**src/include/proc_params.svh**
```systemverilog
//**********************************************************
// Processor parameters
// Word width, register count and memory depths of the core
//**********************************************************
`ifndef PROC_PARAMS_SVH
`define PROC_PARAMS_SVH

// Data word, also the instruction width
`define DATA_WIDTH 16

// Architectural registers
`define REG_COUNT 8

// Memory sizes in words
`define IMEM_DEPTH 256
`define DMEM_DEPTH 256

`endif

```
**src/hdl/proc_pkg.sv**
```systemverilog
//**********************************************************
// Processor package
// Vector types, opcodes and ALU selectors of the core
//**********************************************************
`include "proc_params.svh"

package proc_pkg;

    typedef logic [`DATA_WIDTH-1:0] word_t;
    typedef logic [`DATA_WIDTH-1:0] instr_t;
    typedef logic [$clog2(`IMEM_DEPTH)-1:0] pc_t;
    typedef logic [$clog2(`DMEM_DEPTH)-1:0] dAddr_t;
    typedef logic [$clog2(`REG_COUNT)-1:0] regIdx_t;
    typedef logic [3:0] opcode_t;
    typedef logic [1:0] aluOp_t;

    // Fields: op 15..12, rd 11..9, rs 8..6, rt 5..3, imm 5..0 (signed)
    // LD   rd <= mem[rs + imm]
    // ST   mem[rs + imm] <= rd
    // BEQZ pc <= pc + 1 + imm when rs is zero
    localparam opcode_t OP_NOP  = 4'd0;
    localparam opcode_t OP_ADD  = 4'd1;
    localparam opcode_t OP_SUB  = 4'd2;
    localparam opcode_t OP_AND  = 4'd3;
    localparam opcode_t OP_XOR  = 4'd4;
    localparam opcode_t OP_ADDI = 4'd5;
    localparam opcode_t OP_LD   = 4'd6;
    localparam opcode_t OP_ST   = 4'd7;
    localparam opcode_t OP_BEQZ = 4'd8;
    localparam opcode_t OP_HALT = 4'd15;

    // ALU function select
    localparam aluOp_t ALU_ADD = 2'd0;
    localparam aluOp_t ALU_SUB = 2'd1;
    localparam aluOp_t ALU_AND = 2'd2;
    localparam aluOp_t ALU_XOR = 2'd3;

endpackage

```
**src/hdl/stage_if.sv**
```systemverilog


interface exMemBus;
    import proc_pkg::*;

    logic    valid;
    word_t   result;
    word_t   storeData;
    regIdx_t rd;
    logic    regWrite;
    logic    memRead;
    logic    memWrite;
    logic    halt;

    modport driver (output valid, result, storeData, rd, regWrite, memRead, memWrite, halt);
    modport receiver (input valid, result, storeData, rd, regWrite, memRead, memWrite, halt);
endinterface

interface memWbBus;
    import proc_pkg::*;

    logic    valid;
    regIdx_t rd;
    word_t   data;
    logic    regWrite;
    logic    halt;

    modport driver (output valid, rd, data, regWrite, halt);
    modport receiver (input valid, rd, data, regWrite, halt);
endinterface

```
**src/hdl/memory.sv**
```systemverilog
//**********************************************************
// Memory stage
// Data memory, writeback result select and the
// memory/writeback register
//**********************************************************
`timescale 1ns/1ps
`include "proc_params.svh"

module memory (
    input  logic      clk,
    input  logic      reset,
    exMemBus.receiver exMem,
    memWbBus.driver   memWb
);
    import proc_pkg::*;

    word_t  dmem [`DMEM_DEPTH];
    dAddr_t addr;
    logic   hold;

    // Low bits of the address sum
    assign addr = dAddr_t'(exMem.result);

    // A halt entry parks in the register, which keeps halted high
    assign hold = memWb.valid && memWb.halt;

    always_ff @(posedge clk) begin
        if (exMem.valid && exMem.memWrite) begin
            dmem[addr] <= exMem.storeData;
        end
    end

    always_ff @(posedge clk) begin
        if (reset) begin
            memWb.valid <= 1'b0;
        end else if (!hold) begin
            memWb.valid <= exMem.valid;
        end
    end

    // Result select, load data or ALU result
    always_ff @(posedge clk) begin
        if (!hold) begin
            memWb.rd <= exMem.rd;
            memWb.regWrite <= exMem.regWrite;
            memWb.halt <= exMem.halt;
            memWb.data <= exMem.memRead ? dmem[addr] : exMem.result;
        end
    end

endmodule

```
**src/flat_wrapper.sv**
```systemverilog
// flat-port wrapper written by rule: the top's interface ports become plain ports
module memory_flat import proc_pkg::*;
  (clk, reset, exMem_valid, exMem_result, exMem_storeData, exMem_rd, exMem_regWrite, exMem_memRead, exMem_memWrite, exMem_halt, memWb_valid, memWb_rd, memWb_data, memWb_regWrite, memWb_halt);
  exMemBus exMem_i ();
  memWbBus memWb_i ();
  input  logic clk;
  input  logic reset;
  input wire logic [$bits(exMem_i.valid)-1:0] exMem_valid;
  input wire logic [$bits(exMem_i.result)-1:0] exMem_result;
  input wire logic [$bits(exMem_i.storeData)-1:0] exMem_storeData;
  input wire logic [$bits(exMem_i.rd)-1:0] exMem_rd;
  input wire logic [$bits(exMem_i.regWrite)-1:0] exMem_regWrite;
  input wire logic [$bits(exMem_i.memRead)-1:0] exMem_memRead;
  input wire logic [$bits(exMem_i.memWrite)-1:0] exMem_memWrite;
  input wire logic [$bits(exMem_i.halt)-1:0] exMem_halt;
  output wire logic [$bits(memWb_i.valid)-1:0] memWb_valid;
  output wire logic [$bits(memWb_i.rd)-1:0] memWb_rd;
  output wire logic [$bits(memWb_i.data)-1:0] memWb_data;
  output wire logic [$bits(memWb_i.regWrite)-1:0] memWb_regWrite;
  output wire logic [$bits(memWb_i.halt)-1:0] memWb_halt;
  assign exMem_i.valid = exMem_valid;
  assign exMem_i.result = exMem_result;
  assign exMem_i.storeData = exMem_storeData;
  assign exMem_i.rd = exMem_rd;
  assign exMem_i.regWrite = exMem_regWrite;
  assign exMem_i.memRead = exMem_memRead;
  assign exMem_i.memWrite = exMem_memWrite;
  assign exMem_i.halt = exMem_halt;
  assign memWb_valid = memWb_i.valid;
  assign memWb_rd = memWb_i.rd;
  assign memWb_data = memWb_i.data;
  assign memWb_regWrite = memWb_i.regWrite;
  assign memWb_halt = memWb_i.halt;
  memory u_core (.clk(clk), .reset(reset), .exMem(exMem_i), .memWb(memWb_i));
endmodule
```
**config.mk**
```make
export PLATFORM = sky130hd
export DESIGN_NAME = memory_flat
export DESIGN_NICKNAME = d
export VERILOG_FILES = /design/src/hdl/proc_pkg.sv /design/src/hdl/stage_if.sv /design/src/hdl/memory.sv /design/src/flat_wrapper.sv
export VERILOG_INCLUDE_DIRS = /design/src /design/src/include
export SDC_FILE = /design/constraint.sdc
export NUM_CORES = 2
export LEC_CHECK = 0
export ABC_AREA = 0
export BUFFER_PORTS_ARGS = -buffer_cell sky130_fd_sc_hd__buf_2
export CAP_MARGIN = 20
export CORE_MARGIN = 4
export CORE_UTILIZATION = 59
export CTS_CLUSTER_DIAMETER = 100
export DETAILED_ROUTE_END_ITERATION = 8
export HOLD_SLACK_MARGIN = 0.05
export PLACE_DENSITY_LB_ADDON = 0.12
export SLEW_MARGIN = 5
export SYNTH_ARGS = -nofsm -noshare
export SYNTH_HDL_FRONTEND = slang
export SYNTH_SLANG_ARGS = --single-unit
```
**constraint.sdc**
```tcl
create_clock -name clk -period 5.1 [get_ports clk]
set_clock_uncertainty 0.15 [all_clocks]
set_input_delay 1.02 -clock clk [delete_from_list [all_inputs] [get_ports clk]]
set_output_delay 1.02 -clock clk [all_outputs]
set_load 0.02 [all_outputs]
```
==> results.sh <==
export IMPL_post_synth_cell_area_avg_um2=22.5
export IMPL_core_region_area_mm2=0.268
export IMPL_dp_slack_ns=-0.0475
export IMPL_post_route_drc_count=0
export IMPL_dominant_combinational_cell_family_by_area_after_synthesis="multiplexers"
export IMPL_r2r_start="u_core.dmem[235][14]"
export IMPL_post_synth_instance_area_mm2=0.159
export IMPL_synth_enable_flop_cells=4117
export IMPL_reg2reg_setup_slack_ns=1.54
export IMPL_flow_area_growth_from_synthesis_pct=14.1
export IMPL_post_synth_arst_share_pct=0
export IMPL_layout_worst_path_cycle_share_pct=84.0
export IMPL_portBuffers=63
export IMPL_arrival_ns=4.86
export IMPL_grt_start_max_net_pins=137
export IMPL_leakagePower_nw=57.8
export IMPL_cts_tree="done"
export IMPL_clk_path_buf_depth=4
export IMPL_r2r_worst_path_cells=8
export IMPL_instances_no_fill=11800
export IMPL_total_half_perimeter_wirelength_after_legalization_and_detailed_placement_mm=288
export IMPL_setup_repair_after_global_routing_missed_its_margin="no"
export IMPL_grt_use_total_pct=33.3
export IMPL_finish_net_count=7889
export IMPL_adder_cell_fraction_of_synth_area_pct=0
export IMPL_ordered_list_of_cells_on_the_worst_path="buf_8, buf_4, buf_4, mux4_2, mux2i_1, o22ai_1, o21ai_0, buf_4, nor4bb_1, buf_4, o2bb2ai_1"
export IMPL_crit_path_launch="exMem_result[3]"
export IMPL_syn_num_nets=7118
export IMPL_timing_final_crit_period_ns=4.28
export IMPL_cts_repair_resized=0
export IMPL_clock_sink_count=4118
export IMPL_critical_path_endpoint="u_core.memWb.data[14]"
export IMPL_element_type_at_the_critical_path_start="input pin"
export IMPL_grt_pass1_wl_mm=641
export IMPL_hold_viol_final=0
export IMPL_postSynth_topFlopCell="edfxtp_1"
export IMPL_r2r_end="u_core.memWb.data[14]"
export IMPL_insertion_delay_to_the_later_sink_of_the_worst_skew_pair_ns=0.99
export IMPL_cts_root_buffer_cell="clkbuf_16"
export IMPL_number_of_instances_in_the_synthesized_netlist=7076
export IMPL_worstSetupPathType="input pin to flop"
export IMPL_crit_top_cell="buf_4"
export IMPL_critical_path_peak_fanout=46
export IMPL_synth_simple_gate_area_share_pct=2.01
export IMPL_ios=64
export IMPL_maxCapViolations=0
export IMPL_fmax_mhz=234
export IMPL_outcome="finished clean"
export IMPL_floorplan_die_area_mm2=0.278
export IMPL_vias_in_the_first_global_route=80100
export IMPL_overall_via_count_from_detail_route=81700
export IMPL_drt_first_pass_iters=8
export IMPL_vdd_drop_max_uv=311
export IMPL_finalMaxSlewViolations=0
export IMPL_worst_setup_hold_path_clk_slew_ns=0.07
export IMPL_synth_xor_area_share_pct=0
export IMPL_final_fill_count=16700
export IMPL_hold_ws_ns=0.0902
export IMPL_synth_area_mux_share_pct=16.6
export IMPL_synth_compound_area_share_pct=2.11
export IMPL_number_of_buffers_created_by_cts=406
export IMPL_synth_seq_cells=4118
export IMPL_start_util_pct=59.3
export IMPL_worst_slew_margin_rel_pct=10.0
export IMPL_fin_ws_ns=0.818
export IMPL_height_of_the_chip_um=527
export IMPL_final_setup_viol_count=0
export IMPL_drive_above_1_share_pct=30.7
export IMPL_setup_worst_path_end_class="flop"
export IMPL_number_of_routed_nets_with_antenna_violations=0
export IMPL_route_detailed_wl_per_inst_um=39.1
export IMPL_setup_tns_ns=0
export IMPL_route_detailed_vias_per_inst=6.95
export IMPL_area_fraction_of_the_dominant_cell_type_after_synthesis_pct=77.8
export IMPL_cts_htree_levels=5
export IMPL_power_density_mw_per_mm2=391
export IMPL_slowest_delay_ns=0.80
export IMPL_route_final_wire_length_mm=459
export IMPL_synthDominantAreaCellType="edfxtp_1"
export IMPL_standard_cell_rows=190
export IMPL_timing_worst_slew_pin_value_ns=1.35
export IMPL_critPathSlowestCell="nor4bb_1"
export IMPL_critical_path_required_ns=5.67
export IMPL_synth_warnings=0
export IMPL_worst_hold_path_type="input pin to flop"
export IMPL_yosysSeqAreaShare_pct=77.8
export IMPL_netlist_cell_type_count=75
export IMPL_synth_top_cells_by_area="edfxtp_1, mux4_2, mux2i_1, nor2_1, a22oi_1"
export IMPL_grt_antenna_before_repair=27
export IMPL_die_w_um=527
export IMPL_grt_overflow=0
export IMPL_post_place_cells=11000
export IMPL_drt_initial_drc_count=14400
export IMPL_place_gp_congestion=0.989
==> report_power, final <==
group | total [mW] | leakage [nW] | internal [mW] | switching, mW
logic | 3.84 | 14.4 | 1.31 | 2.54
clock network | 29.8 | 6.36 | 17.1 | 12.7
registers | 37.4 | 37.0 | 37.3 | 0.0678
total | 71.0 | 57.8 | 55.7 | 15.3
==> state kept, by name, summed over array words and instances (netlist names) <==
| name | flops |
|---|---|
| u_core.memWb.rd | 3 |
| u_core.memWb.regWrite | 1 |
| u_core.memWb.data | 16 |
| u_core.memWb.valid | 1 |
| u_core.memWb.halt | 1 |
| u_core.dmem | 4096 |
==> stage by stage <==
stage | util [%] | area, um^2 | total power [mW]
2_1_floorplan | - | 159000 | 39.8
3_3_place_gp | 62.7 | 168000 | 41.8
3_5_place_dp | 62.7 | 168000 | 41.9
4_1_cts | 67.6 | 181000 | 71.2
5_1_grt | 67.6 | 181000 | 72.9
6_report | 67.6 | 181000 | 71.0
==> layout make-up <==
type | instances | area (um^2) | share of cell area (%)
timing repair buffer | 776 | 6880 | 3.79
sequential | 4118 | 124000 | 68.2
inverter | 5 | 23.8 | 0.0131
clock buffer | 498 | 10600 | 5.86
multi-input combinational | 2540 | 33200 | 18.3
tap | 3552 | 4440 | 2.45
antenna | 21 | 52.6 | 0.0290
clock inverter | 241 | 2500 | 1.38
==> what timing repair did <==
action	in CTS	in global routing
setup buffers	0	0
hold buffers	4	0
endpoints found under the hold margin	4	0
==> critical path: cells and delay by family <==
| family | cells | cell delay (ns) |
|---|---|---|
| buf+inv | 5 | 1.80 |
| simple gates | 1 | 0.80 |
| mux | 2 | 0.59 |
| compound gates | 3 | 0.41 |
==> layout by cell type (no fill, tap or decap), types with 43 or more instances in the layout <==
| master | count |
|---|---|
| edfxtp_1 | 4117 |
| mux2i_1 | 293 |
| nor2_1 | 271 |
| buf_4 | 627 |
| buf_2 | 43 |
| a21oi_1 | 52 |
| nand3_1 | 69 |
| clkinv_2 | 61 |
| buf_12 | 81 |
| clkbuf_1 | 86 |
| bufinv_16 | 44 |
| nor2_2 | 88 |
| a22oi_1 | 102 |
| clkinv_1 | 86 |
| nand2_1 | 142 |
| o21ai_0 | 53 |
| o22ai_1 | 43 |
| clkbuf_16 | 412 |
| mux4_2 | 1011 |
==> logic make-up after synthesis <==
kind of cell | count (synthesis)
compound gates | 464
simple gates | 727
flops | 4118
mux | 1349
buf+inv | 418
==> synthesized netlist by cell type (16+ instances only) <==
cell,count
edfxtp_1,4117
mux4_2,1011
nor2_1,360
mux2i_1,293
nand2_1,157
buf_2,151
clkbuf_1,105
a22oi_1,102
buf_4,96
nand3_1,69
o21ai_0,53
a21oi_1,52
o22ai_1,43
mux2_2,36
buf_6,32
nor3_1,29
a211oi_1,23
buf_1,22
nor2b_1,22
a221oi_1,21
a31oi_1,20
nand4_1,20
o221ai_1,20
a32oi_1,16
o211ai_1,16
==> metal layers <==
metal | routed length [um] | track usage [%] | vias up
met5 | 44 | 0 | -
met4 | 24000 | 14.5 | 6
met3 | 57100 | 9.57 | 958
met2 | 210000 | 49.1 | 5660
met1 | 168000 | 47.2 | 43500
li1 | - | - | 31600
==> worst min-delay path by stage <==
stage	startpoint	endpoint	cells past startpoint
2_1_floorplan	u_core.memWb.valid	u_core.memWb.valid	2
6_report	exMem_halt	u_core.memWb.halt	1
5_1_grt	exMem_regWrite	u_core.memWb.regWrite	1
3_3_place_gp	u_core.memWb.valid	u_core.memWb.valid	2
3_5_place_dp	u_core.memWb.valid	u_core.memWb.valid	2
4_1_cts	exMem_regWrite	u_core.memWb.regWrite	1
No activity file was read; power rests on OpenSTA's default activity.
