File: src/include/proc_params.svh
//**********************************************************
// Processor parameters
// Word width, register count and memory depths of the core
//**********************************************************
`ifndef PROC_PARAMS_SVH
`define PROC_PARAMS_SVH

// Data word, also the instruction width
`define DATA_WIDTH 16

// Architectural registers
`define REG_COUNT 8

// Memory sizes in words
`define IMEM_DEPTH 256
`define DMEM_DEPTH 256

`endif

File: src/hdl/proc_pkg.sv
//**********************************************************
// Processor package
// Vector types, opcodes and ALU selectors of the core
//**********************************************************
`include "proc_params.svh"

package proc_pkg;

    typedef logic [`DATA_WIDTH-1:0] word_t;
    typedef logic [`DATA_WIDTH-1:0] instr_t;
    typedef logic [$clog2(`IMEM_DEPTH)-1:0] pc_t;
    typedef logic [$clog2(`DMEM_DEPTH)-1:0] dAddr_t;
    typedef logic [$clog2(`REG_COUNT)-1:0] regIdx_t;
    typedef logic [3:0] opcode_t;
    typedef logic [1:0] aluOp_t;

    // Fields: op 15..12, rd 11..9, rs 8..6, rt 5..3, imm 5..0 (signed)
    // LD   rd <= mem[rs + imm]
    // ST   mem[rs + imm] <= rd
    // BEQZ pc <= pc + 1 + imm when rs is zero
    localparam opcode_t OP_NOP  = 4'd0;
    localparam opcode_t OP_ADD  = 4'd1;
    localparam opcode_t OP_SUB  = 4'd2;
    localparam opcode_t OP_AND  = 4'd3;
    localparam opcode_t OP_XOR  = 4'd4;
    localparam opcode_t OP_ADDI = 4'd5;
    localparam opcode_t OP_LD   = 4'd6;
    localparam opcode_t OP_ST   = 4'd7;
    localparam opcode_t OP_BEQZ = 4'd8;
    localparam opcode_t OP_HALT = 4'd15;

    // ALU function select
    localparam aluOp_t ALU_ADD = 2'd0;
    localparam aluOp_t ALU_SUB = 2'd1;
    localparam aluOp_t ALU_AND = 2'd2;
    localparam aluOp_t ALU_XOR = 2'd3;

endpackage

File: src/hdl/stage_if.sv


interface idExBus;
    import proc_pkg::*;

    logic    valid;
    pc_t     pc;
    // For ST the rt slot carries the rd index, i.e. the store data register
    regIdx_t rs;
    regIdx_t rt;
    regIdx_t rd;
    word_t   rsVal;
    word_t   rtVal;
    word_t   imm;
    aluOp_t  aluOp;
    logic    useImm;
    logic    regWrite;
    logic    memRead;
    logic    memWrite;
    logic    branch;
    logic    halt;

    modport driver (output valid, pc, rs, rt, rd, rsVal, rtVal, imm, aluOp, useImm,
                    regWrite, memRead, memWrite, branch, halt);
    modport receiver (input valid, pc, rs, rt, rd, rsVal, rtVal, imm, aluOp, useImm,
                      regWrite, memRead, memWrite, branch, halt);
endinterface

interface exMemBus;
    import proc_pkg::*;

    logic    valid;
    word_t   result;
    word_t   storeData;
    regIdx_t rd;
    logic    regWrite;
    logic    memRead;
    logic    memWrite;
    logic    halt;

    modport driver (output valid, result, storeData, rd, regWrite, memRead, memWrite, halt);
    modport receiver (input valid, result, storeData, rd, regWrite, memRead, memWrite, halt);
endinterface

interface memWbBus;
    import proc_pkg::*;

    logic    valid;
    regIdx_t rd;
    word_t   data;
    logic    regWrite;
    logic    halt;

    modport driver (output valid, rd, data, regWrite, halt);
    modport receiver (input valid, rd, data, regWrite, halt);
endinterface

File: src/hdl/execute.sv
//**********************************************************
// Execute stage
// Operand forwarding, ALU, branch resolution and the
// execute/memory pipeline register
//**********************************************************
`timescale 1ns/1ps

module execute (
    input  logic          clk,
    input  logic          reset,
    idExBus.receiver      idEx,
    exMemBus.driver       exMem,
    memWbBus.receiver     memWb,
    output logic          flush,
    output proc_pkg::pc_t target
);
    import proc_pkg::*;

    logic  exFwdOk, wbFwdOk;
    word_t opA;
    word_t fwdB;
    word_t opB;
    word_t result;

    // Loads in execute/memory are excluded, the stall covers them
    assign exFwdOk = exMem.valid && exMem.regWrite && !exMem.memRead;
    assign wbFwdOk = memWb.valid && memWb.regWrite;

    // Youngest producer wins
    always_comb begin
        if (exFwdOk && exMem.rd == idEx.rs) begin
            opA = exMem.result;
        end else if (wbFwdOk && memWb.rd == idEx.rs) begin
            opA = memWb.data;
        end else begin
            opA = idEx.rsVal;
        end
    end

    always_comb begin
        if (exFwdOk && exMem.rd == idEx.rt) begin
            fwdB = exMem.result;
        end else if (wbFwdOk && memWb.rd == idEx.rt) begin
            fwdB = memWb.data;
        end else begin
            fwdB = idEx.rtVal;
        end
    end

    assign opB = idEx.useImm ? idEx.imm : fwdB;

    always_comb begin
        case (idEx.aluOp)
            ALU_ADD: result = opA + opB;
            ALU_SUB: result = opA - opB;
            ALU_AND: result = opA & opB;
            ALU_XOR: result = opA ^ opB;
            default: result = '0;
        endcase
    end

    // Branch taken kills the two younger entries
    assign flush = idEx.valid && idEx.branch && (opA == '0);
    assign target = idEx.pc + pc_t'(1) + pc_t'(idEx.imm);

    always_ff @(posedge clk) begin
        if (reset) begin
            exMem.valid <= 1'b0;
        end else begin
            exMem.valid <= idEx.valid;
        end
    end

    always_ff @(posedge clk) begin
        exMem.result <= result;
        // Store data is the forwarded second operand
        exMem.storeData <= fwdB;
        exMem.rd <= idEx.rd;
        exMem.regWrite <= idEx.regWrite;
        exMem.memRead <= idEx.memRead;
        exMem.memWrite <= idEx.memWrite;
        exMem.halt <= idEx.halt;
    end

endmodule

File: src/flat_wrapper.sv
// flat-port wrapper written by rule: the top's interface ports become plain ports
module execute_flat import proc_pkg::*;
  (clk, reset, flush, target, idEx_valid, idEx_pc, idEx_rs, idEx_rt, idEx_rd, idEx_rsVal, idEx_rtVal, idEx_imm, idEx_aluOp, idEx_useImm, idEx_regWrite, idEx_memRead, idEx_memWrite, idEx_branch, idEx_halt, exMem_valid, exMem_result, exMem_storeData, exMem_rd, exMem_regWrite, exMem_memRead, exMem_memWrite, exMem_halt, memWb_valid, memWb_rd, memWb_data, memWb_regWrite, memWb_halt);
  idExBus idEx_i ();
  exMemBus exMem_i ();
  memWbBus memWb_i ();
  input  logic clk;
  input  logic reset;
  output logic flush;
  output proc_pkg::pc_t target;
  input wire logic [$bits(idEx_i.valid)-1:0] idEx_valid;
  input wire logic [$bits(idEx_i.pc)-1:0] idEx_pc;
  input wire logic [$bits(idEx_i.rs)-1:0] idEx_rs;
  input wire logic [$bits(idEx_i.rt)-1:0] idEx_rt;
  input wire logic [$bits(idEx_i.rd)-1:0] idEx_rd;
  input wire logic [$bits(idEx_i.rsVal)-1:0] idEx_rsVal;
  input wire logic [$bits(idEx_i.rtVal)-1:0] idEx_rtVal;
  input wire logic [$bits(idEx_i.imm)-1:0] idEx_imm;
  input wire logic [$bits(idEx_i.aluOp)-1:0] idEx_aluOp;
  input wire logic [$bits(idEx_i.useImm)-1:0] idEx_useImm;
  input wire logic [$bits(idEx_i.regWrite)-1:0] idEx_regWrite;
  input wire logic [$bits(idEx_i.memRead)-1:0] idEx_memRead;
  input wire logic [$bits(idEx_i.memWrite)-1:0] idEx_memWrite;
  input wire logic [$bits(idEx_i.branch)-1:0] idEx_branch;
  input wire logic [$bits(idEx_i.halt)-1:0] idEx_halt;
  output wire logic [$bits(exMem_i.valid)-1:0] exMem_valid;
  output wire logic [$bits(exMem_i.result)-1:0] exMem_result;
  output wire logic [$bits(exMem_i.storeData)-1:0] exMem_storeData;
  output wire logic [$bits(exMem_i.rd)-1:0] exMem_rd;
  output wire logic [$bits(exMem_i.regWrite)-1:0] exMem_regWrite;
  output wire logic [$bits(exMem_i.memRead)-1:0] exMem_memRead;
  output wire logic [$bits(exMem_i.memWrite)-1:0] exMem_memWrite;
  output wire logic [$bits(exMem_i.halt)-1:0] exMem_halt;
  input wire logic [$bits(memWb_i.valid)-1:0] memWb_valid;
  input wire logic [$bits(memWb_i.rd)-1:0] memWb_rd;
  input wire logic [$bits(memWb_i.data)-1:0] memWb_data;
  input wire logic [$bits(memWb_i.regWrite)-1:0] memWb_regWrite;
  input wire logic [$bits(memWb_i.halt)-1:0] memWb_halt;
  assign idEx_i.valid = idEx_valid;
  assign idEx_i.pc = idEx_pc;
  assign idEx_i.rs = idEx_rs;
  assign idEx_i.rt = idEx_rt;
  assign idEx_i.rd = idEx_rd;
  assign idEx_i.rsVal = idEx_rsVal;
  assign idEx_i.rtVal = idEx_rtVal;
  assign idEx_i.imm = idEx_imm;
  assign idEx_i.aluOp = idEx_aluOp;
  assign idEx_i.useImm = idEx_useImm;
  assign idEx_i.regWrite = idEx_regWrite;
  assign idEx_i.memRead = idEx_memRead;
  assign idEx_i.memWrite = idEx_memWrite;
  assign idEx_i.branch = idEx_branch;
  assign idEx_i.halt = idEx_halt;
  assign exMem_valid = exMem_i.valid;
  assign exMem_result = exMem_i.result;
  assign exMem_storeData = exMem_i.storeData;
  assign exMem_rd = exMem_i.rd;
  assign exMem_regWrite = exMem_i.regWrite;
  assign exMem_memRead = exMem_i.memRead;
  assign exMem_memWrite = exMem_i.memWrite;
  assign exMem_halt = exMem_i.halt;
  assign memWb_i.valid = memWb_valid;
  assign memWb_i.rd = memWb_rd;
  assign memWb_i.data = memWb_data;
  assign memWb_i.regWrite = memWb_regWrite;
  assign memWb_i.halt = memWb_halt;
  execute u_core (.clk(clk), .reset(reset), .idEx(idEx_i), .exMem(exMem_i), .memWb(memWb_i), .flush(flush), .target(target));
endmodule
File: config.mk
export PLATFORM = sky130hd
export DESIGN_NAME = execute_flat
export DESIGN_NICKNAME = d
export VERILOG_FILES = /design/src/hdl/proc_pkg.sv /design/src/hdl/stage_if.sv /design/src/hdl/execute.sv /design/src/flat_wrapper.sv
export VERILOG_INCLUDE_DIRS = /design/src /design/src/include
export SDC_FILE = /design/constraint.sdc
export NUM_CORES = 1
export LEC_CHECK = 0
export BUFFER_PORTS_ARGS = -buffer_cell sky130_fd_sc_hd__clkbuf_2
export CORE_UTILIZATION = 30
export DETAILED_ROUTE_END_ITERATION = 7
export SYNTH_ARGS = -nofsm -noshare
export SYNTH_HDL_FRONTEND = slang
export SYNTH_SLANG_ARGS = --single-unit
export TNS_END_PERCENT = 1
File: constraint.sdc
create_clock -name clk -period 6.7 [get_ports clk]
set_clock_uncertainty 0.2 [all_clocks]
set_input_delay 0.335 -clock clk [delete_from_list [all_inputs] [get_ports clk]]
set_output_delay 0.335 -clock clk [all_outputs]
set_load 0.02 [all_outputs]
==> impl_metrics.csv <==
group,metric,value,unit
worst_setup_path,start_kind,"flip-flop",
global_routing,grt_pass1_vias,3916,
placement,place_hpwl,10.4,mm
synthesis,synth_nets,615,
sta,fin_crit_sh,81.7,%
synthesis,ys_ff_latch,40,
pwr,irDropWorstVdd,0.104,mV
synthesis,synth-edff-count,0,
routing,drt_pass1_iterations,4,
worst_setup_path,crit_arrival,5.43,ns
synthesis,yosys_warnings,0,
sta,setup_tns,0,ns
worst_setup_path,r2r-end,"u_core.exMem.result[14]$_DFF_P_",
placement,gp_congestion,0.862,
synthesis,yosysUniqueCellTypes,53,
floorplan,core,12200,um^2
worst_setup_path,crit_chain,"nand3b_1, or4_1, nor2_1, o31a_1, inv_1, a2111oi_2, buf_4, nor2_1, xnor2_1, ha_1, a21oi_1, o21bai_1, a2111oi_0, o31ai_1, or4_1, a31oi_1, xor2_1, o21ai_1",
sta,hold_viol_final,0,
routing,num_vias,4003,
routing,ant_nets,0,
routing,drt-met1-wl,5.49,mm
floorplan,dieArea,13100,um^2
worst_setup_path,path_delay_family,"compound AO/OA/AOI/OAI gates",
sta,fmax,0.183,GHz
floorplan,die_y,115,um
cts,cts_buffers,5,
global_routing,grt_usage,19.2,%
floorplan,fp.dieW,115,um
run_status,status,"finished, final reports clean",
global_routing,antenna_found_initial,0,
synthesis,synth_area_per_cell,7.99,um^2
global_routing,grt-ovfl-total,0,
cts,cts_resized,0,
cts,clock_latency,0.29,ns
worst_setup_path,reg2reg_depth,18,
floorplan,io_pins,147,
routing,drc,0,
worst_setup_path,slowest_delay,0.78,ns
worst_setup_path,rrSetupSlack,1.23,ns
floorplan,rows,40,
sta,rsz0062_at_grt,"no",
pwr,powerDensity,210,nW/um^2
sta,slew_headroom,32.0,%
sta,post-route-min-period,5.47,ns
run,drv_cap,0,
worst_setup_path,cp_slowest_cell,"a2111oi_0",
cts,cts_buffer_depth,2,
worst_hold_path,whs_path_depth,3,
pwr,leakagePower,2.35,nW
global_routing,grt_first_pass_wirelength,19.7,mm
global_routing,grt_max_degree,33,
synthesis,async_flop_share,0,%
routing,via_per_inst,5.04,
worst_setup_path,crit_path_max_fanout,6,
sta,slew_viol_final,0,
worst_hold_path,hold-path-endpoint,"u_core.exMem.storeData[14]$_DFF_P_",
worst_hold_path,hold_start,"idEx_rtVal[14]",
cts,root_buffer,"clkbuf_16",
routing,highest_layer,"met4",
cells_and_area,num_antenna_cells,0,
cells_and_area,syn2layout_area_growth,31.5,%
cts,numClockSinks,40,
routing,wirelength,12.7,mm
sta,worst-slew-pin-transition,1.01,ns
cts,clk_pin_slew,0.07,ns
worst_setup_path,critPathBufInv,2,
placement,io_buffer_count,145,
routing,wl_met3,620,um
worst_setup_path,critPathRequiredTime,6.66,ns
worst_setup_path,regToRegStartpoint,"u_core.exMem.memRead$_DFF_P_",
cts,cts_tree,"yes",
floorplan,start_util,31.2,%
routing,wire_per_inst,15.9,um
cells_and_area,nets,765,
routing,wl_met2,6.31,mm
sta,layout_setup_ws,1.23,ns
synthesis,synthCells,476,
routing,drt-initial-drc-count,281,
worst_setup_path,critPathKind,"flip-flop to flip-flop",
synthesis,synth-main-ff-cell,"dfxtp_1",
synthesis,syn_area,3800,um^2
cts,htreeDepth,2,
worst_hold_path,hold_class,"primary input to flip-flop",
sta,finalSetupViolations,0,
cells_and_area,drive_gt1_share,29.2,%
worst_setup_path,crit_path_end_kind,"flip-flop",
synthesis,yosysSeqAreaShare,21.0,%
placement,pre_cts_ws,1.07,ns
metal layers:
layer | GRT usage (%) | vias up
met5 | 0 | -
met4 | 7.01 | 0
met3 | 1.91 | 14
met2 | 34.7 | 138
met1 | 23.6 | 1829
li1 | - | 2022
kinds of logic after synthesis:
| logic type | count (synthesis) | synth area share [%] |
|---|---|---|
| compound gates | 121 | 21.4 |
| xor+xnor | 44 | 10.1 |
| fa+ha+maj | 41 | 13.9 |
| buf+inv | 39 | 4.11 |
| flops | 40 | 21.0 |
| mux | 33 | 8.81 |
| simple gates | 158 | 20.7 |
repair_timing:
item,in CTS,in global routing
setup endpoints to repair,0,0
buffers inserted,0,0
hold buffers,7,1
hold endpoints to repair,7,1
power breakdown:
group          leakage (nW)  switching [W]  internal (W)
registers             0.337      0.0000292      0.000274
logic                  1.93       0.000274      0.000188
clock network        0.0840       0.000108      0.000177
total                  2.35       0.000411      0.000639
Yosys cell counts (3+ instances only):
| cell | count | area share [%] |
|---|---|---|
| nor2b_1 | 3 | 0.49 |
| buf_1 | 4 | 0.39 |
| o31ai_2 | 3 | 0.99 |
| mux2_2 | 4 | 1.2 |
| nand2_1 | 42 | 4.1 |
| a211oi_1 | 3 | 0.59 |
| a221oi_2 | 3 | 1.2 |
| o21ai_0 | 24 | 3.2 |
| nor3b_1 | 3 | 0.59 |
| or4_1 | 4 | 0.79 |
| a221oi_1 | 10 | 2.3 |
| xnor2_1 | 20 | 4.6 |
| o21bai_1 | 4 | 0.79 |
| a21oi_1 | 38 | 5.0 |
| and3_1 | 13 | 2.1 |
| o21ai_1 | 4 | 0.53 |
| nor4_1 | 6 | 0.99 |
| inv_1 | 18 | 1.8 |
| xor2_1 | 24 | 5.5 |
| clkbuf_1 | 14 | 1.4 |
| or3_1 | 3 | 0.49 |
| ha_1 | 39 | 13 |
| nor2_1 | 59 | 5.8 |
| o31ai_1 | 10 | 2.0 |
| mux2i_1 | 29 | 7.6 |
| nand2b_1 | 4 | 0.66 |
| a21o_1 | 5 | 0.99 |
| nor3_1 | 5 | 0.66 |
| dfxtp_1 | 40 | 21 |
per-stage QoR:
stage / cell area [um^2] / std cells / utilization, % / hold slack [ns] / total power (W)
after floorplan: 3800 / 476 / - / 0.163 / 0.000607
after global placement: 4750 / 779 / 38.9 / 0.238 / 0.000752
after detailed placement: 4750 / 779 / 38.9 / 0.240 / 0.000762
after CTS: 4990 / 794 / 40.9 / 0.00750 / 0.00105
after global routing: 5000 / 795 / 41.0 / 0.0979 / 0.00112
final: 5000 / 795 / 41.0 / 0.0891 / 0.00105
worst max path at each step:
| stage | start | to | cells after the start | slack (ns) |
|---|---|---|---|---|
| after detailed placement | memWb_rd[2] | u_core.exMem.result[15]$_DFF_P_ | 20 | 1.07 |
| after floorplan | idEx_rs[0] | u_core.exMem.result[14]$_DFF_P_ | 18 | 1.53 |
| final | u_core.exMem.memRead$_DFF_P_ | u_core.exMem.result[14]$_DFF_P_ | 18 | 1.23 |
| after global routing | u_core.exMem.memRead$_DFF_P_ | u_core.exMem.result[15]$_DFF_P_ | 18 | 0.83 |
| after CTS | u_core.exMem.memRead$_DFF_P_ | u_core.exMem.result[14]$_DFF_P_ | 18 | 1.24 |
| after global placement | memWb_rd[2] | u_core.exMem.result[15]$_DFF_P_ | 20 | 1.13 |
worst min-delay path, stage by stage:
cell	delay [ns]
clkbuf_2	0.08
nand2_1	0.05
a21oi_1	0.06
registers in the layout (all words and copies together), names as in the netlist:
name,count
u_core.exMem.regWrite,1
u_core.exMem.valid,1
u_core.exMem.halt,1
u_core.exMem.memWrite,1
u_core.exMem.storeData,16
u_core.exMem.rd,3
u_core.exMem.memRead,1
u_core.exMem.result,16
layout by cell type, fill, tap and decap left out, types with 5 or more instances in the layout:
cell           count
clkbuf_2         145
nor2_1            59
nand2_1           42
dfxtp_1           40
ha_1              39
a21oi_1           38
mux2i_1           29
xor2_1            24
o21ai_0           24
xnor2_1           20
inv_1             18
and3_1            13
buf_4             11
a221oi_1          10
o31ai_1           10
dlygate4sd3_1      8
nor4_1             5
a21o_1             5
nor3_1             5
clkbuf_16          5
final cells by class:
type	instances	area, um^2
fill	1299	7210
multi-input combinational	397	2860
timing repair buffer	164	888
sequential	40	801
tap	168	210
clock buffer	5	125
inverter	18	67.6
clock inverter	3	47.5
(Power assumes the default switching activity.)
