$ cat config.mk
export PLATFORM = sky130hd
export DESIGN_NAME = decode_flat
export DESIGN_NICKNAME = d
export VERILOG_FILES = /design/src/hdl/proc_pkg.sv /design/src/hdl/stage_if.sv /design/src/hdl/decode.sv /design/src/flat_wrapper.sv
export VERILOG_INCLUDE_DIRS = /design/src /design/src/include
export SDC_FILE = /design/constraint.sdc
export NUM_CORES = 1
export LEC_CHECK = 0
export ABC_AREA = 0
export BUFFER_PORTS_ARGS = -buffer_cell sky130_fd_sc_hd__buf_2
export CAP_MARGIN = 10
export CORE_MARGIN = 4
export CORE_UTILIZATION = 50
export DETAILED_ROUTE_END_ITERATION = 12
export PLACE_DENSITY = 0.77
export REMOVE_ABC_BUFFERS = 1
export SLEW_MARGIN = 25
export SYNTH_ARGS = -nofsm -noshare
export SYNTH_HDL_FRONTEND = slang
export SYNTH_SLANG_ARGS = --single-unit
$ cat constraint.sdc
create_clock -name clk -period 2.69 [get_ports clk]
set_clock_uncertainty 0.05 [all_clocks]
set_input_delay 0.269 -clock clk [delete_from_list [all_inputs] [get_ports clk]]
set_output_delay 0.269 -clock clk [all_outputs]
set_load 0.02 [all_outputs]
$ cat src/include/proc_params.svh
//**********************************************************
// Processor parameters
// Word width, register count and memory depths of the core
//**********************************************************
`ifndef PROC_PARAMS_SVH
`define PROC_PARAMS_SVH

// Data word, also the instruction width
`define DATA_WIDTH 16

// Architectural registers
`define REG_COUNT 8

// Memory sizes in words
`define IMEM_DEPTH 256
`define DMEM_DEPTH 256

`endif

$ cat src/hdl/proc_pkg.sv
//**********************************************************
// Processor package
// Vector types, opcodes and ALU selectors of the core
//**********************************************************
`include "proc_params.svh"

package proc_pkg;

    typedef logic [`DATA_WIDTH-1:0] word_t;
    typedef logic [`DATA_WIDTH-1:0] instr_t;
    typedef logic [$clog2(`IMEM_DEPTH)-1:0] pc_t;
    typedef logic [$clog2(`DMEM_DEPTH)-1:0] dAddr_t;
    typedef logic [$clog2(`REG_COUNT)-1:0] regIdx_t;
    typedef logic [3:0] opcode_t;
    typedef logic [1:0] aluOp_t;

    // Fields: op 15..12, rd 11..9, rs 8..6, rt 5..3, imm 5..0 (signed)
    // LD   rd <= mem[rs + imm]
    // ST   mem[rs + imm] <= rd
    // BEQZ pc <= pc + 1 + imm when rs is zero
    localparam opcode_t OP_NOP  = 4'd0;
    localparam opcode_t OP_ADD  = 4'd1;
    localparam opcode_t OP_SUB  = 4'd2;
    localparam opcode_t OP_AND  = 4'd3;
    localparam opcode_t OP_XOR  = 4'd4;
    localparam opcode_t OP_ADDI = 4'd5;
    localparam opcode_t OP_LD   = 4'd6;
    localparam opcode_t OP_ST   = 4'd7;
    localparam opcode_t OP_BEQZ = 4'd8;
    localparam opcode_t OP_HALT = 4'd15;

    // ALU function select
    localparam aluOp_t ALU_ADD = 2'd0;
    localparam aluOp_t ALU_SUB = 2'd1;
    localparam aluOp_t ALU_AND = 2'd2;
    localparam aluOp_t ALU_XOR = 2'd3;

endpackage

$ cat src/hdl/stage_if.sv
//**********************************************************
// Pipeline register buses
// One interface per stage boundary, driven by the older
// stage and read by the younger one
//**********************************************************
`timescale 1ns/1ps

interface ifIdBus;
    import proc_pkg::*;

    logic   valid;
    pc_t    pc;
    instr_t instr;

    modport driver (output valid, pc, instr);
    modport receiver (input valid, pc, instr);
endinterface

interface idExBus;
    import proc_pkg::*;

    logic    valid;
    pc_t     pc;
    // For ST the rt slot carries the rd index, i.e. the store data register
    regIdx_t rs;
    regIdx_t rt;
    regIdx_t rd;
    word_t   rsVal;
    word_t   rtVal;
    word_t   imm;
    aluOp_t  aluOp;
    logic    useImm;
    logic    regWrite;
    logic    memRead;
    logic    memWrite;
    logic    branch;
    logic    halt;

    modport driver (output valid, pc, rs, rt, rd, rsVal, rtVal, imm, aluOp, useImm,
                    regWrite, memRead, memWrite, branch, halt);
    modport receiver (input valid, pc, rs, rt, rd, rsVal, rtVal, imm, aluOp, useImm,
                      regWrite, memRead, memWrite, branch, halt);
endinterface


interface memWbBus;
    import proc_pkg::*;

    logic    valid;
    regIdx_t rd;
    word_t   data;
    logic    regWrite;
    logic    halt;

    modport driver (output valid, rd, data, regWrite, halt);
    modport receiver (input valid, rd, data, regWrite, halt);
endinterface

$ cat src/hdl/decode.sv
//**********************************************************
// Decode stage
// Control decode, register file with write bypass, load-use
// stall, halt and illegal-opcode detection
//**********************************************************
`timescale 1ns/1ps
`include "proc_params.svh"

module decode (
    input  logic              clk,
    input  logic              reset,
    input  logic              flush,
    ifIdBus.receiver          ifId,
    idExBus.driver            idEx,
    memWbBus.receiver         memWb,
    input  proc_pkg::regIdx_t exLoadRd,
    input  logic              exLoadValid,
    output logic              stall,
    output logic              halt,
    output logic              err
);
    import proc_pkg::*;

    word_t   regs [`REG_COUNT];
    opcode_t op;
    regIdx_t rd;
    regIdx_t rs;
    regIdx_t rtIdx;
    word_t   imm;
    word_t   rsVal;
    word_t   rtVal;
    aluOp_t  aluOp;
    logic    useImm, regWrite, memRead, memWrite, branch, isHalt, illegal;
    logic    readsRs, readsRt;
    logic    wbWrite;
    logic    take;

    assign op = opcode_t'(ifId.instr[15:12]);
    assign rd = ifId.instr[11:9];
    assign rs = ifId.instr[8:6];
    // Stores read their data register through the second port
    assign rtIdx = (op == OP_ST) ? rd : ifId.instr[5:3];
    assign imm = {{(`DATA_WIDTH-6){ifId.instr[5]}}, ifId.instr[5:0]};

    always_comb begin
        aluOp = ALU_ADD;
        useImm = 1'b0;
        regWrite = 1'b0;
        memRead = 1'b0;
        memWrite = 1'b0;
        branch = 1'b0;
        isHalt = 1'b0;
        illegal = 1'b0;
        readsRs = 1'b0;
        readsRt = 1'b0;
        case (op)
            OP_NOP:  ;
            OP_ADD:  begin regWrite = 1'b1; readsRs = 1'b1; readsRt = 1'b1; end
            OP_SUB:  begin aluOp = ALU_SUB; regWrite = 1'b1; readsRs = 1'b1; readsRt = 1'b1; end
            OP_AND:  begin aluOp = ALU_AND; regWrite = 1'b1; readsRs = 1'b1; readsRt = 1'b1; end
            OP_XOR:  begin aluOp = ALU_XOR; regWrite = 1'b1; readsRs = 1'b1; readsRt = 1'b1; end
            OP_ADDI: begin useImm = 1'b1; regWrite = 1'b1; readsRs = 1'b1; end
            OP_LD:   begin useImm = 1'b1; regWrite = 1'b1; memRead = 1'b1; readsRs = 1'b1; end
            OP_ST:   begin useImm = 1'b1; memWrite = 1'b1; readsRs = 1'b1; readsRt = 1'b1; end
            OP_BEQZ: begin branch = 1'b1; readsRs = 1'b1; end
            OP_HALT: isHalt = 1'b1;
            default: illegal = 1'b1;
        endcase
    end

    // Load in execute feeding this instruction
    assign stall = ifId.valid && exLoadValid &&
                   ((readsRs && rs == exLoadRd) || (readsRt && rtIdx == exLoadRd));

    // Register file, written from writeback
    assign wbWrite = memWb.valid && memWb.regWrite;

    always_ff @(posedge clk) begin
        if (reset) begin
            for (int i = 0; i < `REG_COUNT; i++) begin
                regs[i] <= '0;
            end
        end else if (wbWrite) begin
            regs[memWb.rd] <= memWb.data;
        end
    end

    // Same-cycle write shows up on the read ports
    assign rsVal = (wbWrite && memWb.rd == rs) ? memWb.data : regs[rs];
    assign rtVal = (wbWrite && memWb.rd == rtIdx) ? memWb.data : regs[rtIdx];

    // Entry moves on to execute
    assign take = ifId.valid && !flush && !stall && !halt;

    always_ff @(posedge clk) begin
        if (reset) begin
            idEx.valid <= 1'b0;
            halt <= 1'b0;
            err <= 1'b0;
        end else begin
            idEx.valid <= take;
            if (take && isHalt) begin
                halt <= 1'b1;
            end
            if (take && illegal) begin
                err <= 1'b1;
            end
        end
    end

    always_ff @(posedge clk) begin
        idEx.pc <= ifId.pc;
        idEx.rs <= rs;
        idEx.rt <= rtIdx;
        idEx.rd <= rd;
        idEx.rsVal <= rsVal;
        idEx.rtVal <= rtVal;
        idEx.imm <= imm;
        idEx.aluOp <= aluOp;
        idEx.useImm <= useImm;
        idEx.regWrite <= regWrite;
        idEx.memRead <= memRead;
        idEx.memWrite <= memWrite;
        idEx.branch <= branch;
        idEx.halt <= isHalt;
    end

endmodule

$ cat src/flat_wrapper.sv
// flat-port wrapper written by rule: the top's interface ports become plain ports
module decode_flat import proc_pkg::*;
  (clk, reset, flush, exLoadRd, exLoadValid, stall, halt, err, ifId_valid, ifId_pc, ifId_instr, idEx_valid, idEx_pc, idEx_rs, idEx_rt, idEx_rd, idEx_rsVal, idEx_rtVal, idEx_imm, idEx_aluOp, idEx_useImm, idEx_regWrite, idEx_memRead, idEx_memWrite, idEx_branch, idEx_halt, memWb_valid, memWb_rd, memWb_data, memWb_regWrite, memWb_halt);
  ifIdBus ifId_i ();
  idExBus idEx_i ();
  memWbBus memWb_i ();
  input  logic clk;
  input  logic reset;
  input  logic flush;
  input  proc_pkg::regIdx_t exLoadRd;
  input  logic exLoadValid;
  output logic stall;
  output logic halt;
  output logic err;
  input wire logic [$bits(ifId_i.valid)-1:0] ifId_valid;
  input wire logic [$bits(ifId_i.pc)-1:0] ifId_pc;
  input wire logic [$bits(ifId_i.instr)-1:0] ifId_instr;
  output wire logic [$bits(idEx_i.valid)-1:0] idEx_valid;
  output wire logic [$bits(idEx_i.pc)-1:0] idEx_pc;
  output wire logic [$bits(idEx_i.rs)-1:0] idEx_rs;
  output wire logic [$bits(idEx_i.rt)-1:0] idEx_rt;
  output wire logic [$bits(idEx_i.rd)-1:0] idEx_rd;
  output wire logic [$bits(idEx_i.rsVal)-1:0] idEx_rsVal;
  output wire logic [$bits(idEx_i.rtVal)-1:0] idEx_rtVal;
  output wire logic [$bits(idEx_i.imm)-1:0] idEx_imm;
  output wire logic [$bits(idEx_i.aluOp)-1:0] idEx_aluOp;
  output wire logic [$bits(idEx_i.useImm)-1:0] idEx_useImm;
  output wire logic [$bits(idEx_i.regWrite)-1:0] idEx_regWrite;
  output wire logic [$bits(idEx_i.memRead)-1:0] idEx_memRead;
  output wire logic [$bits(idEx_i.memWrite)-1:0] idEx_memWrite;
  output wire logic [$bits(idEx_i.branch)-1:0] idEx_branch;
  output wire logic [$bits(idEx_i.halt)-1:0] idEx_halt;
  input wire logic [$bits(memWb_i.valid)-1:0] memWb_valid;
  input wire logic [$bits(memWb_i.rd)-1:0] memWb_rd;
  input wire logic [$bits(memWb_i.data)-1:0] memWb_data;
  input wire logic [$bits(memWb_i.regWrite)-1:0] memWb_regWrite;
  input wire logic [$bits(memWb_i.halt)-1:0] memWb_halt;
  assign ifId_i.valid = ifId_valid;
  assign ifId_i.pc = ifId_pc;
  assign ifId_i.instr = ifId_instr;
  assign idEx_valid = idEx_i.valid;
  assign idEx_pc = idEx_i.pc;
  assign idEx_rs = idEx_i.rs;
  assign idEx_rt = idEx_i.rt;
  assign idEx_rd = idEx_i.rd;
  assign idEx_rsVal = idEx_i.rsVal;
  assign idEx_rtVal = idEx_i.rtVal;
  assign idEx_imm = idEx_i.imm;
  assign idEx_aluOp = idEx_i.aluOp;
  assign idEx_useImm = idEx_i.useImm;
  assign idEx_regWrite = idEx_i.regWrite;
  assign idEx_memRead = idEx_i.memRead;
  assign idEx_memWrite = idEx_i.memWrite;
  assign idEx_branch = idEx_i.branch;
  assign idEx_halt = idEx_i.halt;
  assign memWb_i.valid = memWb_valid;
  assign memWb_i.rd = memWb_rd;
  assign memWb_i.data = memWb_data;
  assign memWb_i.regWrite = memWb_regWrite;
  assign memWb_i.halt = memWb_halt;
  decode u_core (.clk(clk), .reset(reset), .flush(flush), .ifId(ifId_i), .idEx(idEx_i), .memWb(memWb_i), .exLoadRd(exLoadRd), .exLoadValid(exLoadValid), .stall(stall), .halt(halt), .err(err));
endmodule
==> metrics.csv <==
metric;value;unit
Clk network pwr share;37.9;%
chain of cells forming the critical path;dlygate4sd3_1, buf_2, mux2i_2, inv_1, xnor2_1, nand4_1, o41ai_1, and3_1, buf_2;
maximum clock rate;403;MHz
CTS Root Cell;clkbuf_16;
DIE WIDTH;141;um
post-layout instance count excluding filler cells;1151;
final instance area;0.0105;sq mm
post-synth design cell area;0.00882;sq mm
antenna-violating nets left;0;
M1 GR Usage;28.7;%
antenna violations before repair;0;
logic gate share of total power;12.9;%
number of flops mapped to enable cells by yosys;128;
flop and latch count out of synthesis;194;
largest stage delay on the critical path;0.55;ns
pins over their slew limit;0;
area grow syn2layout;19.3;%
routed wire length per instance;19.9;um
critical register-to-register path endpoint;u_core.idEx.valid;
largest net degree at the start of global routing;66;
Hold Vio Cnt, Final;0;
# IOs;131;
sequential fraction of design power;49.3;%
Port Buffers;129;
net switching fraction of the power;25.0;%
Yosys Warn Count;0;
length in cells of the worst reg-to-reg path;4;
Cells after DPL;1100;
post-synth cell types;37;
Place WS;0.149;ns
clock slew at the register clock pins of the worst setup and hold paths;0.07;ns
worst setup slack after layout;0.210;ns
cell with the biggest individual delay on the critical path;dlygate4sd3_1;
wire length of the first global-routing pass;35100;um
area of the die;0.0198;sq mm
TNS Setup;0;ns
clock tree from TritonCTS;built;
half-perimeter wire length after placement;13200;um
Global Route met2 Usage;41.3;%
Int Power;5.29;mW
via count of the first global-routing pass;6425;
number of vias per cell;5.56;
WS Path Type;input port to output pin;
final cycle utilization of the critical path;92.2;%
global-route congestion overflow total;0;
result of the run;completed;
largest buffer count on any clock path;2;
leakage power;4.17;nW
Worst VDD drop;0.481;mV
share of cells above drive strength 1;24.5;%
final period demand of the worst path;2.48;ns
RSZ-0062 raised after global routing;no;
CP Capture Type;output pin;
worst hold slack;0.0702;ns
GRT Total Usage;23.5;%
cell seen most often among critical-path stages;buf_2;
syn_area_per_cell;11.4;sq um
Max-slew headroom;32.4;%
share of flip-flops with an asynchronous set or reset;0;%
filler cell count in the final layout;1336;
die height;141;um
startpoint of the worst-slack reg-to-reg timing path;u_core.halt;
Starting Density;51.0;%
H-tree depth reported by CTS;4;
DRC marker count from the first detailed-route iteration;605;
count of final setup violators;0;
clock buffers created by TritonCTS;17;
Worst Tran Pin Value;1.01;ns
# diodes;0;
sequential fraction of the synthesis area;58.6;%
Worst setup startpoint;ifId_instr[11];
Data required, critical path;2.37;ns
number of sinks driven by the clock tree;194;
number of instances in the synthesized netlist;776;
setup bufs post-CTS;0;
global-route track usage on met3;5.09;%
Cell Rows;48;
busiest grt layer;met2;
Final nets;967;
type of the worst min-delay path;input port to flip-flop;
kind of launch point of the worst setup path;input port;
setup slack on the worst flop-to-flop path;0.91;ns
PwrDens;670;mW/mm^2
vias post-DR;6394;
Final GP Congestion;0.782;
end point of the critical path;stall;
top flip-flop cell by instance count after synthesis;edfxtp_1;
total power draw;7.05;mW
router iterations before antenna repair;5;
total wire length after detailed routing;22900;um
core area;0.0173;sq mm
drc violations;0;
Placement Cell Area;0.00971;sq mm
switching power summed over all nets;1.76;mW
clk_lat worst skew;0.44;ns
final standard cell utilization of the core;60.8;%
Max-cap violations;0;
Worst Path Max Fanout;4;
data arrival at the endpoint of the critical path;2.16;ns
## registers in the layout, indices dropped and copies added, names as in the netlist
name                  cells
u_core.regs             128
u_core.idEx.halt          1
u_core.idEx.aluOp         2
u_core.err                1
u_core.idEx.imm           6
u_core.idEx.useImm        1
u_core.idEx.rsVal        16
u_core.idEx.rd            3
u_core.idEx.pc            8
u_core.idEx.valid         1
u_core.idEx.rtVal        16
u_core.idEx.rs            3
u_core.idEx.memRead       1
u_core.idEx.rt            3
u_core.idEx.branch        1
u_core.idEx.memWrite      1
u_core.halt               1
u_core.idEx.regWrite      1
## cell usage after synthesis (2+ instances only)
cell      instances  area, sq um
nand2_1         163          612
and2_1          129          807
edfxtp_1        128         3840
dfxtp_1          66         1320
nand3_1          64          320
o21ai_0          37          185
mux4_2           32          721
clkbuf_1         23         86.3
mux2i_1          19          190
nand4_1          18          113
buf_2            16         80.1
nor2_1           16         60.1
buf_4            13         97.6
inv_1             6         22.5
xnor2_1           6         52.6
xor2_1            6         52.6
nor3_1            5         25.0
buf_1             4         15.0
nor2b_1           3         18.8
and3_1            2         12.5
nand2b_1          2         12.5
o21a_1            2         15.0
or2_2             2         12.5
## critical path: cells and delay by family
family / cells / cell delay, ns
buffers and inverters: 4 / 1.01
and+or+nand+nor: 2 / 0.34
xor gates and xnor gates: 1 / 0.16
AOI/OAI and AO/OA: 1 / 0.13
muxes: 1 / 0.26
## worst min-delay path by stage
stage,slack [ns],cells after the start,start,end
floorplan,0.25,0,ifId_instr[0],u_core.idEx.imm[0]
global placement,0.32,1,ifId_pc[4],u_core.idEx.pc[4]
detailed placement,0.32,1,ifId_pc[6],u_core.idEx.pc[6]
CTS,0.05,3,ifId_instr[13],u_core.idEx.memRead
global route,0.06,3,ifId_instr[13],u_core.idEx.memRead
finish,0.07,2,ifId_instr[15],u_core.idEx.aluOp[1]
## area by class of cell
cell class                      instances  area, sq um  area share (%)
Clock buffer                           18          429            4.08
Clock inverter                         14          185            1.76
Sequential cell                       194         5160            49.1
Inverter                                6         22.5           0.214
Timing Repair Buffer                  175         1060            10.1
Tap cell                              225          282            2.68
Multi-Input combinational cell        519         3370            32.0
## cell usage in the layout (no fill, tap or decap), types with 3 or more instances in the layout
| cell | Yosys | layout |
|---|---|---|
| nand2_1 | 163 | 163 |
| and2_1 | 129 | 129 |
| buf_2 | 16 | 129 |
| edfxtp_1 | 128 | 128 |
| dfxtp_1 | 66 | 66 |
| nand3_1 | 64 | 64 |
| mux4_2 | 32 | 32 |
| o21ai_0 | 37 | 31 |
| buf_4 | 13 | 25 |
| dlygate4sd3_1 | 0 | 19 |
| nand4_1 | 18 | 18 |
| mux2i_1 | 19 | 17 |
| clkbuf_16 | 0 | 17 |
| nor2_1 | 16 | 16 |
| o21ai_1 | 1 | 7 |
| xor2_1 | 6 | 6 |
| xnor2_1 | 6 | 6 |
| inv_1 | 6 | 5 |
| nor3_1 | 5 | 5 |
| bufinv_16 | 0 | 4 |
| clkinv_2 | 0 | 4 |
| nor2b_1 | 3 | 3 |
| inv_6 | 0 | 3 |
## timing repair
| item | in CTS | in global routing |
|---|---|---|
| hold buffers | 19 | 0 |
| endpoints found under the hold margin | 18 | 0 |
| endpoints found under the setup margin | 0 | 1 |
| resized for setup | 0 | 1 |
## layer usage
metal  wire length [um]  vias up
li1                   -     2985
met4                552        0
met5                  0        -
met1               8690     3041
met2              11700      323
met3               1940       45
## power groups by stage
stage               registers, mW  logic [mW]  clock network (mW)
finish                       3.47       0.907                2.67
global route                 3.49       0.978                2.83
CTS                          3.47       0.907                2.71
detailed placement           3.53       0.882                   0
global placement             3.52       0.865                   0
floorplan                    3.66       0.363                   0
## cells by family after synthesis
family          count (synthesis)  synth area share [%]
mux                            52                  10.5
xor+xnor                       12                  1.19
simple gates                  410                  23.5
compound gates                 45                  2.80
buf+inv                        63                  3.48
flops                         194                  58.6
Note: power is estimated with default switching activity, not from simulation.
